**src/rom_init.hex**
```
// Local ROM image, one 32-bit instruction word per line
// Line n holds the word at byte address 4*n
00000013
00100093
00200113
00300193
00400213
00500293
00600313
00700393
00800413
00900493
00a00513
00b00593
00c00613
00d00693
00e00713
00f00793
01000813
01100893
01200913
01300993
01400a13
01500a93
01600b13
01700b93
01800c13
01900c93
01a00d13
01b00d93
01c00e13
01d00e93
01e00f13
01f00f93

```
**src/verilog/fetch_pkg.sv**
```systemverilog
/*
 * Shared constants of the fetch front end: address map, depths, widths
 * and fetch source IDs. Modules import it where they need it.
 */
`default_nettype none

package fetch_pkg;

    //////////////////////////////////////////////////////////////////////
    // Address map
    //////////////////////////////////////////////////////////////////////
    localparam logic [31:0] RESET_PC = 32'h0000_0000;

    // Local ROM region, bytes 0x00 to 0x7F
    localparam logic [31:0] LOCAL_BASE = 32'h0000_0000;
    localparam logic [31:0] LOCAL_WORDS = 32'd32;

    // External bus region
    localparam logic [31:0] BUS_BASE = 32'h8000_0000;
    localparam logic [31:0] BUS_SIZE = 32'h0001_0000;

    //////////////////////////////////////////////////////////////////////
    // Depths and widths
    //////////////////////////////////////////////////////////////////////
    localparam int MAX_INFLIGHT = 2;
    localparam int INFLIGHT_W = $clog2(MAX_INFLIGHT + 1);

    // Entries in the decode buffer, one credit each
    localparam int DECODE_CREDITS = 4;
    localparam int CREDIT_W = $clog2(DECODE_CREDITS + 1);

    // Fetch source IDs
    localparam logic SRC_LOCAL = 1'b0;
    localparam logic SRC_BUS = 1'b1;

    localparam string ROM_INIT_FILE = "/design/src/rom_init.hex";

endpackage

`default_nettype wire

```
**src/verilog/fetch_issue.sv**
```systemverilog
/*
 * Fetch issue stage. Holds the PC and the decode credit counter, decodes
 * the PC against the address map and issues one request per cycle.
 */
`default_nettype none

module fetch_issue (
    input  logic        clk,
    input  logic        rst,

    input  logic        redirect,
    input  logic [31:0] redirect_pc,
    input  logic        credit_return,
    input  logic        discard,

    input  logic        attr_full,
    input  logic        bus_unit_ready,

    output logic        attr_push,
    output logic [31:0] attr_pc,
    output logic        attr_addr_valid,
    output logic        attr_src,

    output logic        rom_req,
    output logic        bus_fetch_req,
    output logic [31:0] fetch_addr
);
    import fetch_pkg::*;

    logic [31:0] pc;
    logic [CREDIT_W-1:0] credits;
    logic in_local;
    logic in_bus;
    logic issue;

    //////////////////////////////////////////////////////////////////////
    // Address decode
    //////////////////////////////////////////////////////////////////////
    // Offset compare that wraps below the base to a large value
    assign in_local = (pc - LOCAL_BASE) < (LOCAL_WORDS << 2);
    assign in_bus = (pc - BUS_BASE) < BUS_SIZE;

    // Unmapped addresses still issue so they can complete with a fault
    assign issue = ~rst & (credits != '0) & ~attr_full & bus_unit_ready & ~redirect;

    //////////////////////////////////////////////////////////////////////
    // PC
    //////////////////////////////////////////////////////////////////////
    always_ff @(posedge clk) begin
        if (rst) begin
            pc <= RESET_PC;
        end else if (redirect) begin
            pc <= {redirect_pc[31:2], 2'b00};
        end else if (issue) begin
            pc <= pc + 32'd4;
        end
    end

    //////////////////////////////////////////////////////////////////////
    // Decode credits
    //////////////////////////////////////////////////////////////////////
    // Discarded fetches never reach decode, so their credit comes back here
    always_ff @(posedge clk) begin
        if (rst) begin
            credits <= CREDIT_W'(DECODE_CREDITS);
        end else begin
            credits <= credits - CREDIT_W'(issue) + CREDIT_W'(credit_return)
                       + CREDIT_W'(discard);
        end
    end

    // Attributes for every issued request
    assign attr_push = issue;
    assign attr_pc = pc;
    assign attr_addr_valid = in_local | in_bus;
    assign attr_src = in_bus ? SRC_BUS : SRC_LOCAL;

    // Requests to the sources
    assign rom_req = issue & in_local;
    assign bus_fetch_req = issue & in_bus;
    assign fetch_addr = pc;

endmodule

`default_nettype wire

```
**src/verilog/fetch_attr_fifo.sv**
```systemverilog
/*
 * In-order FIFO of per-request fetch attributes, one entry per fetch in
 * flight. Its occupancy feeds the flush count in the response stage.
 */
`default_nettype none

module fetch_attr_fifo (
    input  logic        clk,
    input  logic        rst,

    input  logic        attr_push,
    input  logic [31:0] attr_pc,
    input  logic        attr_addr_valid,
    input  logic        attr_src,
    input  logic        attr_pop,

    output logic        attr_full,
    output logic        head_valid,
    output logic [31:0] head_pc,
    output logic        head_addr_valid,
    output logic        head_src,
    output logic [fetch_pkg::INFLIGHT_W-1:0] inflight_count
);
    import fetch_pkg::*;

    logic [31:0] pc_mem [MAX_INFLIGHT];
    logic addr_valid_mem [MAX_INFLIGHT];
    logic src_mem [MAX_INFLIGHT];

    // Depth is a power of two, pointers wrap on their own
    logic [$clog2(MAX_INFLIGHT)-1:0] wr_ptr;
    logic [$clog2(MAX_INFLIGHT)-1:0] rd_ptr;
    logic [INFLIGHT_W-1:0] count;

    always_ff @(posedge clk) begin
        if (rst) begin
            wr_ptr <= '0;
            rd_ptr <= '0;
            count <= '0;
        end else begin
            wr_ptr <= wr_ptr + $bits(wr_ptr)'(attr_push);
            rd_ptr <= rd_ptr + $bits(rd_ptr)'(attr_pop);
            count <= count + INFLIGHT_W'(attr_push) - INFLIGHT_W'(attr_pop);
        end
    end

    // Entry storage
    always_ff @(posedge clk) begin
        if (attr_push) begin
            pc_mem[wr_ptr] <= attr_pc;
            addr_valid_mem[wr_ptr] <= attr_addr_valid;
            src_mem[wr_ptr] <= attr_src;
        end
    end

    assign attr_full = count == INFLIGHT_W'(MAX_INFLIGHT);
    assign head_valid = count != '0;
    assign head_pc = pc_mem[rd_ptr];
    assign head_addr_valid = addr_valid_mem[rd_ptr];
    assign head_src = src_mem[rd_ptr];
    assign inflight_count = count;

endmodule

`default_nettype wire

```
**src/verilog/local_rom_unit.sv**
```systemverilog
/*
 * Local instruction ROM, preloaded from a hex file. Read data and its
 * valid flag appear one cycle after the request.
 */
`default_nettype none

module local_rom_unit (
    input  logic        clk,
    input  logic        rom_req,
    input  logic [31:0] fetch_addr,
    output logic        rom_data_valid,
    output logic [31:0] rom_data
);
    import fetch_pkg::*;

    logic [31:0] rom [LOCAL_WORDS];
    logic [31:0] rom_offset;

    initial begin
        $readmemh(ROM_INIT_FILE, rom);
    end

    // Word index within the region
    assign rom_offset = fetch_addr - LOCAL_BASE;

    always_ff @(posedge clk) begin
        rom_data_valid <= rom_req;
        if (rom_req) begin
            rom_data <= rom[rom_offset[$clog2(LOCAL_WORDS)+1:2]];
        end
    end

endmodule

`default_nettype wire

```
**src/verilog/bus_fetch_unit.sv**
```systemverilog
/*
 * Fetch master for the external bus region. Handles one request at a
 * time and reports ready only while idle.
 */
`default_nettype none

module bus_fetch_unit (
    input  logic        clk,
    input  logic        rst,

    input  logic        bus_fetch_req,
    input  logic [31:0] fetch_addr,
    output logic        bus_unit_ready,
    output logic        bus_data_valid,
    output logic [31:0] bus_data,

    output logic        bus_req,
    output logic [31:0] bus_addr,
    input  logic        bus_ack,
    input  logic [31:0] bus_rdata
);

    // Idle, request and return held as two flags, idle when both are low
    logic req_active;
    logic rsp_active;

    always_ff @(posedge clk) begin
        if (rst) begin
            req_active <= 1'b0;
            rsp_active <= 1'b0;
        end else begin
            rsp_active <= req_active & bus_ack;
            if (bus_fetch_req) begin
                req_active <= 1'b1;
            end else if (bus_ack) begin
                req_active <= 1'b0;
            end
        end
    end

    // Address and read data
    always_ff @(posedge clk) begin
        if (bus_fetch_req) begin
            bus_addr <= fetch_addr;
        end
        if (req_active & bus_ack) begin
            bus_data <= bus_rdata;
        end
    end

    assign bus_req = req_active;
    assign bus_data_valid = rsp_active;
    assign bus_unit_ready = ~req_active & ~rsp_active;

endmodule

`default_nettype wire

```
**src/verilog/fetch_response.sv**
```systemverilog
/*
 * Fetch response stage. Pops the head attribute entry once its source
 * returns data, drops responses flushed by a redirect, drives completion.
 */
`default_nettype none

module fetch_response (
    input  logic        clk,
    input  logic        rst,

    input  logic        redirect,
    input  logic [fetch_pkg::INFLIGHT_W-1:0] inflight_count,

    input  logic        head_valid,
    input  logic [31:0] head_pc,
    input  logic        head_addr_valid,
    input  logic        head_src,

    input  logic        rom_data_valid,
    input  logic [31:0] rom_data,
    input  logic        bus_data_valid,
    input  logic [31:0] bus_data,

    output logic        attr_pop,
    output logic        discard,
    output logic        fetch_complete,
    output logic [31:0] fetch_pc,
    output logic [31:0] fetch_instruction,
    output logic        fetch_ok
);
    import fetch_pkg::*;

    logic [INFLIGHT_W-1:0] flush_count;
    logic flushing;
    logic head_data_valid;
    logic [31:0] head_data;

    //////////////////////////////////////////////////////////////////////
    // Head result selection
    //////////////////////////////////////////////////////////////////////
    assign head_data_valid = (head_src == SRC_BUS) ? bus_data_valid : rom_data_valid;
    assign head_data = (head_src == SRC_BUS) ? bus_data : rom_data;

    // Unmapped entries leave as soon as they reach the head
    assign attr_pop = head_valid & (~head_addr_valid | head_data_valid);

    //////////////////////////////////////////////////////////////////////
    // Flush tracking
    //////////////////////////////////////////////////////////////////////
    // Entries left in flight after a redirect all belong to the old path
    always_ff @(posedge clk) begin
        if (rst) begin
            flush_count <= '0;
        end else if (redirect) begin
            flush_count <= inflight_count - INFLIGHT_W'(attr_pop);
        end else if (flushing & attr_pop) begin
            flush_count <= flush_count - 1'b1;
        end
    end

    assign flushing = flush_count != '0;

    // A pop in the redirect cycle is also from the old path
    assign discard = attr_pop & (flushing | redirect);
    assign fetch_complete = attr_pop & ~flushing & ~redirect;

    assign fetch_pc = head_pc;
    assign fetch_instruction = head_addr_valid ? head_data : 32'h0000_0000;
    assign fetch_ok = head_addr_valid;

endmodule

`default_nettype wire

```
**src/verilog/fetch_top.sv**
```systemverilog
/*
 * Top level of the fetch front end: issue, attribute FIFO, ROM and bus
 * sources in parallel, then in-order response.
 */
`default_nettype none

module fetch_top (
    input  logic        clk,
    input  logic        rst,

    input  logic        redirect,
    input  logic [31:0] redirect_pc,
    input  logic        credit_return,

    output logic        bus_req,
    output logic [31:0] bus_addr,
    input  logic        bus_ack,
    input  logic [31:0] bus_rdata,

    output logic        fetch_complete,
    output logic [31:0] fetch_pc,
    output logic [31:0] fetch_instruction,
    output logic        fetch_ok
);
    import fetch_pkg::*;

    // Issue to FIFO and sources
    logic attr_push;
    logic [31:0] attr_pc;
    logic attr_addr_valid;
    logic attr_src;
    logic attr_full;
    logic rom_req;
    logic bus_fetch_req;
    logic [31:0] fetch_addr;
    logic bus_unit_ready;

    // FIFO head
    logic head_valid;
    logic [31:0] head_pc;
    logic head_addr_valid;
    logic head_src;
    logic [INFLIGHT_W-1:0] inflight_count;
    logic attr_pop;
    logic discard;

    // Source results
    logic rom_data_valid;
    logic [31:0] rom_data;
    logic bus_data_valid;
    logic [31:0] bus_data;

    fetch_issue u_issue (
        .clk             (clk),
        .rst             (rst),
        .redirect        (redirect),
        .redirect_pc     (redirect_pc),
        .credit_return   (credit_return),
        .discard         (discard),
        .attr_full       (attr_full),
        .bus_unit_ready  (bus_unit_ready),
        .attr_push       (attr_push),
        .attr_pc         (attr_pc),
        .attr_addr_valid (attr_addr_valid),
        .attr_src        (attr_src),
        .rom_req         (rom_req),
        .bus_fetch_req   (bus_fetch_req),
        .fetch_addr      (fetch_addr)
    );

    fetch_attr_fifo u_attr_fifo (
        .clk             (clk),
        .rst             (rst),
        .attr_push       (attr_push),
        .attr_pc         (attr_pc),
        .attr_addr_valid (attr_addr_valid),
        .attr_src        (attr_src),
        .attr_pop        (attr_pop),
        .attr_full       (attr_full),
        .head_valid      (head_valid),
        .head_pc         (head_pc),
        .head_addr_valid (head_addr_valid),
        .head_src        (head_src),
        .inflight_count  (inflight_count)
    );

    local_rom_unit u_rom (
        .clk            (clk),
        .rom_req        (rom_req),
        .fetch_addr     (fetch_addr),
        .rom_data_valid (rom_data_valid),
        .rom_data       (rom_data)
    );

    bus_fetch_unit u_bus (
        .clk            (clk),
        .rst            (rst),
        .bus_fetch_req  (bus_fetch_req),
        .fetch_addr     (fetch_addr),
        .bus_unit_ready (bus_unit_ready),
        .bus_data_valid (bus_data_valid),
        .bus_data       (bus_data),
        .bus_req        (bus_req),
        .bus_addr       (bus_addr),
        .bus_ack        (bus_ack),
        .bus_rdata      (bus_rdata)
    );

    fetch_response u_response (
        .clk               (clk),
        .rst               (rst),
        .redirect          (redirect),
        .inflight_count    (inflight_count),
        .head_valid        (head_valid),
        .head_pc           (head_pc),
        .head_addr_valid   (head_addr_valid),
        .head_src          (head_src),
        .rom_data_valid    (rom_data_valid),
        .rom_data          (rom_data),
        .bus_data_valid    (bus_data_valid),
        .bus_data          (bus_data),
        .attr_pop          (attr_pop),
        .discard           (discard),
        .fetch_complete    (fetch_complete),
        .fetch_pc          (fetch_pc),
        .fetch_instruction (fetch_instruction),
        .fetch_ok          (fetch_ok)
    );

endmodule

`default_nettype wire

```
**config.mk**
```make
export PLATFORM = sky130hd
export DESIGN_NAME = fetch_top
export DESIGN_NICKNAME = d
export VERILOG_FILES = /design/src/verilog/fetch_pkg.sv /design/src/verilog/fetch_issue.sv /design/src/verilog/fetch_attr_fifo.sv /design/src/verilog/local_rom_unit.sv /design/src/verilog/bus_fetch_unit.sv /design/src/verilog/fetch_response.sv /design/src/verilog/fetch_top.sv
export SDC_FILE = /design/constraint.sdc
export NUM_CORES = 1
export LEC_CHECK = 0
export ABC_CLOCK_PERIOD_IN_PS = 4100
export BUFFER_PORTS_ARGS = -buffer_cell sky130_fd_sc_hd__buf_2
export CAP_MARGIN = 5
export CORE_MARGIN = 3
export CORE_UTILIZATION = 45
export DETAILED_ROUTE_END_ITERATION = 6
export GPL_TIMING_DRIVEN = 0
export PLACE_DENSITY = 0.83
export SETUP_SLACK_MARGIN = 0.15
export SYNTH_ARGS = -nofsm -noshare
export SYNTH_HDL_FRONTEND = slang
export SYNTH_SLANG_ARGS = --single-unit
export TNS_END_PERCENT = 50
```
**constraint.sdc**
```tcl
create_clock -name clk -period 4.1 [get_ports clk]
set_input_delay 1.23 -clock clk [delete_from_list [all_inputs] [get_ports clk]]
set_output_delay 1.23 -clock clk [all_outputs]
set_load 0.05 [all_outputs]
```
# Word-level counts from Yosys, hierarchy flattened
# Memories as Yosys holds them, arrays and structs flattened. A register that Yosys moved wholly into a read port is not among the register bits.
# Index checks and enable logic that the tools add are counted.
# op_classes
addsub	11
n_mul	0
div_mod_pow	0
n_lt_le_gt_ge	2
eq_ne	1
shift	0
n_mux	15
n_bitwise	23
reduce_logical	7
# op_table
operator	n
32-bit 2-to-1 mux	4
32-bit by 3-bit adder with 32-bit output (second input constant)	1
32-bit by 17-bit < comparator with 1-bit output (second input constant)	1
32-bit by 8-bit < comparator with 1-bit output (second input constant)	1
32-bit subtractor (second input constant)	1
1-bit bitwise AND	13
2-bit nonzero test	5
1-bit 2-to-1 mux	9
1-bit inverter	7
3-bit by 1-bit adder with 3-bit output	2
2-bit 2-to-1 mux	2
2-bit by 1-bit subtractor with 2-bit output	2
1-bit bitwise OR	3
3-bit nonzero test	1
3-bit by 1-bit subtractor with 3-bit output	1
1-bit adder	2
2-bit by 1-bit adder with 2-bit output	1
2-bit == test (second input constant)	1
2-bit OR reduction	1
2-bit by 1-bit subtractor with 2-bit output (second input constant)	1
# word_totals
reg_bits	140
latchBits	0
ramBits	68
romBits	0
inputBits	69
out_inout_bits	99
elab_cells	75
memories	3
# mem_list
memory	words	width	read_ports	rd_ports_with_merged_regs	wr	line_no	text
u_attr_fifo.pc_mem	2	32	1	1	1	fetch_attr_fifo.sv:26	logic [31:0] pc_mem [MAX_INFLIGHT];
u_attr_fifo.addr_valid_mem	2	1	1	1	1	fetch_attr_fifo.sv:27	logic addr_valid_mem [MAX_INFLIGHT];
u_attr_fifo.src_mem	2	1	1	1	1	fetch_attr_fifo.sv:28	logic src_mem [MAX_INFLIGHT];

# Longest topological paths before layout
# depth
word_depth	8
mapped_depth	12
depth_no_buf	10

# Modules after synthesis
# From an unflattened synthesis, not the netlist that was laid out.
# unflattened
hier_cells	682
area_unflattened_um2	8493.1
# modules_own_cells
module	instances	cells_each	area_each_um2	seq_area_each_um2
fetch_attr_fifo	1	125	2807.7	2122.0
fetch_issue	1	322	2482.4	660.6
bus_fetch_unit	1	72	2003.2	1961.9
fetch_response	1	129	935.9	40.0
local_rom_unit	1	34	264.0	20.0

# Worst setup path after synthesis
# Ideal clock, no wire load.
# synth_timing
kind	input to register
startpoint	input rst
endpoint	register u_bus.bus_addr[10], enable pin
setup_ps	414
arrival_ps	3792
required_ps	3686
setup_slack_ps	-106
path_stages	7
path_buffers	2
path_cell_list	buf_6 -> or3_1 -> buf_2 -> or3_4 -> nor2_1 -> inv_1 -> nor3_2
# synth_via
elab_chain_len	6
# synth_lines
item	line_no	text
from (decl)	fetch_top.sv:9	input logic rst,
1-bit inverter	fetch_issue.sv:44	assign issue = ~rst & (credits != '0) & ~attr_full & bus_unit_ready & ~redirect;
1-bit bitwise AND (4 in a row)	fetch_issue.sv:44	
1-bit bitwise AND	fetch_issue.sv:80	assign bus_fetch_req = issue & in_bus;
via bus_fetch_req	fetch_top.sv:34	logic bus_fetch_req;
to (signal assigned)	bus_fetch_unit.sv:44	bus_addr <= fetch_addr;
to (decl)	bus_fetch_unit.sv:18	output logic [31:0] bus_addr,
# The timed path passes the listed nets, and every way through them passes these cells.
# A chain may end at the register's enable or synchronous reset.

# Worst setup path after layout
# layout_timing
startpoint	input redirect
endpoint	output fetch_complete
# layout_via
elab_chain_len	2
# layout_lines
item	line_no	text
from (decl)	fetch_top.sv:11	input logic redirect,
1-bit inverter	fetch_response.sv:65	assign fetch_complete = attr_pop & ~flushing & ~redirect;
1-bit bitwise AND	fetch_response.sv:65	
to (decl)	fetch_top.sv:20	output logic fetch_complete,
# Every way passes these cells.

==> results.json <==
{
  "status": "completed",
  "synthArstFlopShare": 0,
  "vias_per_cell": 5.28,
  "setup_ws_ns": 0.194,
  "synthTopCellsByArea": "edfxtp_1, dfxtp_1, mux2_2, and2_1, xor2_1",
  "yosys_warnings": 0,
  "syn-cell-area_mm2": 0.00684,
  "track_usage": 0.189,
  "final_core_util": 0.580,
  "stdcell_area_mm2": 0.00852,
  "start_util": 0.465,
  "fp.dieH_um": 129,
  "rsz0062_at_grt": "false",
  "cap_viol_max_count": 0,
  "antenna_found_initial": 0,
  "leakagePower_nw": 3.25,
  "hp-start": "u_issue.credits[2]",
  "clk_pin_slew_ns": 0.06,
  "crit_chain": "clkbuf_1, inv_1, clkbuf_2, clkbuf_4, and3_1, buf_2",
  "min_to": "u_issue.credits[2]",
  "drive_above_1_share": 0.350,
  "crit_path_end_kind": "output pin",
  "final_cell_mix": "buf_2, edfxtp_1, dfxtp_1",
  "grt_max_degree": 34,
  "fmax_mhz": 256,
  "vdd_ir_drop_max_v": 0.000308,
  "placed_cells": 841,
  "period_needed_ns": 3.91,
  "start_kind": "input port",
  "cts_tree": "built",
  "cp_max_fo": 10,
  "report.final.slew_viol_count": 0,
  "vias": 4618,
  "die_w_um": 129,
  "core_area_mm2": 0.0147,
  "insertion_delay_ns": 0.43,
  "wire_per_inst_um": 17.8,
  "place.gp.congestion": 0.905,
  "synth-edff-count": 126,
  "num-fill-cells": 1193,
  "cts_hold_buf": 0,
  "die-area_mm2": 0.0167,
  "crit_arrival_ns": 2.68,
  "r2r_end": "u_bus.bus_addr[6]",
  "min_path_type": "reg -> reg",
  "r2r_cells": 7,
  "crit_buf_inv": 5,
  "postPlaceCellArea_mm2": 0.00790,
  "finalHoldViolCount": 0,
  "regToRegSetupSlack_ns": 1.02,
  "dp.final_hpwl_mm": 11.1,
  "critPathKind": "in -> out",
  "max_stage_delay_ns": 0.28,
  "cp_slowest_cell": "buf_2",
  "grt-ovfl-total": 0,
  "ys_seq_elements": 168,
  "post_cts_resized": 2,
  "setup_viol": 0,
  "grt_pass1_wl_mm": 24.1,
  "post_cts_buffers": 0,
  "syn_avg_cell_area_um2": 13.8,
  "cp.required_ns": 2.87,
  "final_common_cell": "buf_2",
  "rows": 44,
  "synthCells": 494,
  "grt_pass1_vias": 4613,
  "drt_iter0_markers": 320,
  "yosysSeqAreaShare": 0.676,
  "rr_startpoint": "u_bus.bus_req",
  "antenna_left": 0,
  "synth.distinct_cells": 46,
  "ys.flop_type": "edfxtp_1",
  "tightest_slew_ns": 0.932,
  "area_delta_synth_final_pct": 24.7,
  "hold_path_depth": 2,
  "cts-root-buf": "clkbuf_16",
  "drcViolationCount": 0,
  "drt-total-wl_mm": 15.5,
  "yosys.area.top_type": "edfxtp_1",
  "finalClockSkew_ns": 0.00852,
  "cts_buffers": 17,
  "dr.pass1.iters": 5,
  "nNetsFinal": 755,
  "max_slew_margin": 0.373,
  "critPathTopFamily": "buffers and inverters",
  "cts_sinks": 168,
  "holdWs_ns": 0.529,
  "post-route-period-util": 0.953,
  "pin_count": 168,
  "layoutNonFillerInstCount": 874,
  "yosysTopAreaCellShare": 0.553,
  "place_ws_ns": -0.145,
  "cts_max_path_buffers": 2,
  "powerDensity_mw_per_mm2": 602,
  "io_buffers": 159,
  "htree_levels": 4
}
[flip-flops by register name, indices dropped and copies added (netlist names), 2 cells and up]
register                    cells
u_attr_fifo.src_mem             2
u_bus.bus_addr                 30
u_issue.attr_pc                30
u_attr_fifo.inflight_count      2
u_issue.credits                 3
u_attr_fifo.addr_valid_mem      2
u_response.flush_count          2
u_attr_fifo.pc_mem             60
u_bus.bus_data                 32
[cells in the mapped netlist, drive strengths merged, types with 2 or more instances]
library cell	number
ha	8
or3	4
mux2i	2
xor2	20
nor3	9
nand3	19
dfxtp	42
xnor2	12
and2	37
a311oi	4
a31oi	2
nor2b	6
and3	5
a211oi	17
and4	5
mux2	31
clkbuf	18
o21ai	3
nand4	10
buf	9
o31a	2
nor2	30
inv	15
a21o	2
nor4	12
nand2	20
o22ai	6
fa	2
edfxtp	126
a21oi	7
[per-layer routing]
metal | up-vias | track usage | wire length (um)
met2 | 213 | 0.309 | 7440
met1 | 2201 | 0.231 | 6370
li1 | 2172 | - | -
met4 | 0 | 0.0754 | 393
met3 | 32 | 0.0672 | 1310
met5 | - | 0 | 0
[report_power, final]
part / leakage [nW] / switching (mW) / internal, mW
Combinational: 1.44 / 1.01 / 0.430
Sequential: 1.51 / 0.0836 / 1.96
Clock: 0.295 / 0.639 / 1.01
Total: 3.25 / 1.74 / 3.40
[final cells by class]
| cell class | instances | area (um2) | share of cell area |
|---|---|---|---|
| buffer | 27 | 138 | 0.0161 |
| clock buffer | 21 | 470 | 0.0552 |
| antenna | 1 | 2.50 | 0.000294 |
| timing repair buffer | 160 | 811 | 0.0951 |
| multi-input combinational | 287 | 2050 | 0.240 |
| sequential | 168 | 4620 | 0.543 |
| inverter | 15 | 56.3 | 0.00661 |
| clock inverter | 11 | 144 | 0.0169 |
| tap | 184 | 230 | 0.0270 |
[worst min-delay path: cells and delay by family (launching register included)]
| family | cells | cell delay, ns |
|---|---|---|
| DFF | 1 | 0.36 |
| and+or+nand+nor | 1 | 0.06 |
| xor gates and xnor gates | 1 | 0.08 |
[worst max path at each step]
stage,startpoint,end,slack [ns],cells after the start
detailed placement,redirect,fetch_complete,-0.15,6
global route,redirect,fetch_complete,0.16,6
global placement,rst,u_bus.bus_addr[2],-0.34,7
finish,redirect,fetch_complete,0.19,6
CTS,redirect,fetch_complete,0.19,6
floorplan,rst,u_issue.credits[2],0.28,12
[cell families (layout without fill, tap and decap cells)]
logic type / count (synthesis) / after routing / synth area share
flip-flops: 168 / 168 / 0.676
AND/OR/NAND/NOR: 162 / 162 / 0.133
AO/OA/AOI/OAI: 46 / 46 / 0.0469
buffers and inverters: 42 / 234 / 0.0276
multiplexers: 33 / 33 / 0.0540
XOR/XNOR: 32 / 32 / 0.0410
adder cells (fa/ha/maj): 10 / 10 / 0.0205
other: 1 / 5 / 0.000549
[per-stage QoR]
step                TNS [ns]  total power [mW]
finish                     0              5.13
global route               0              5.34
CTS                        0              5.16
detailed placement    -0.145              3.53
global placement      -24.00              3.49
floorplan                  0              3.18
Note: power is estimated with default switching activity, not from simulation.
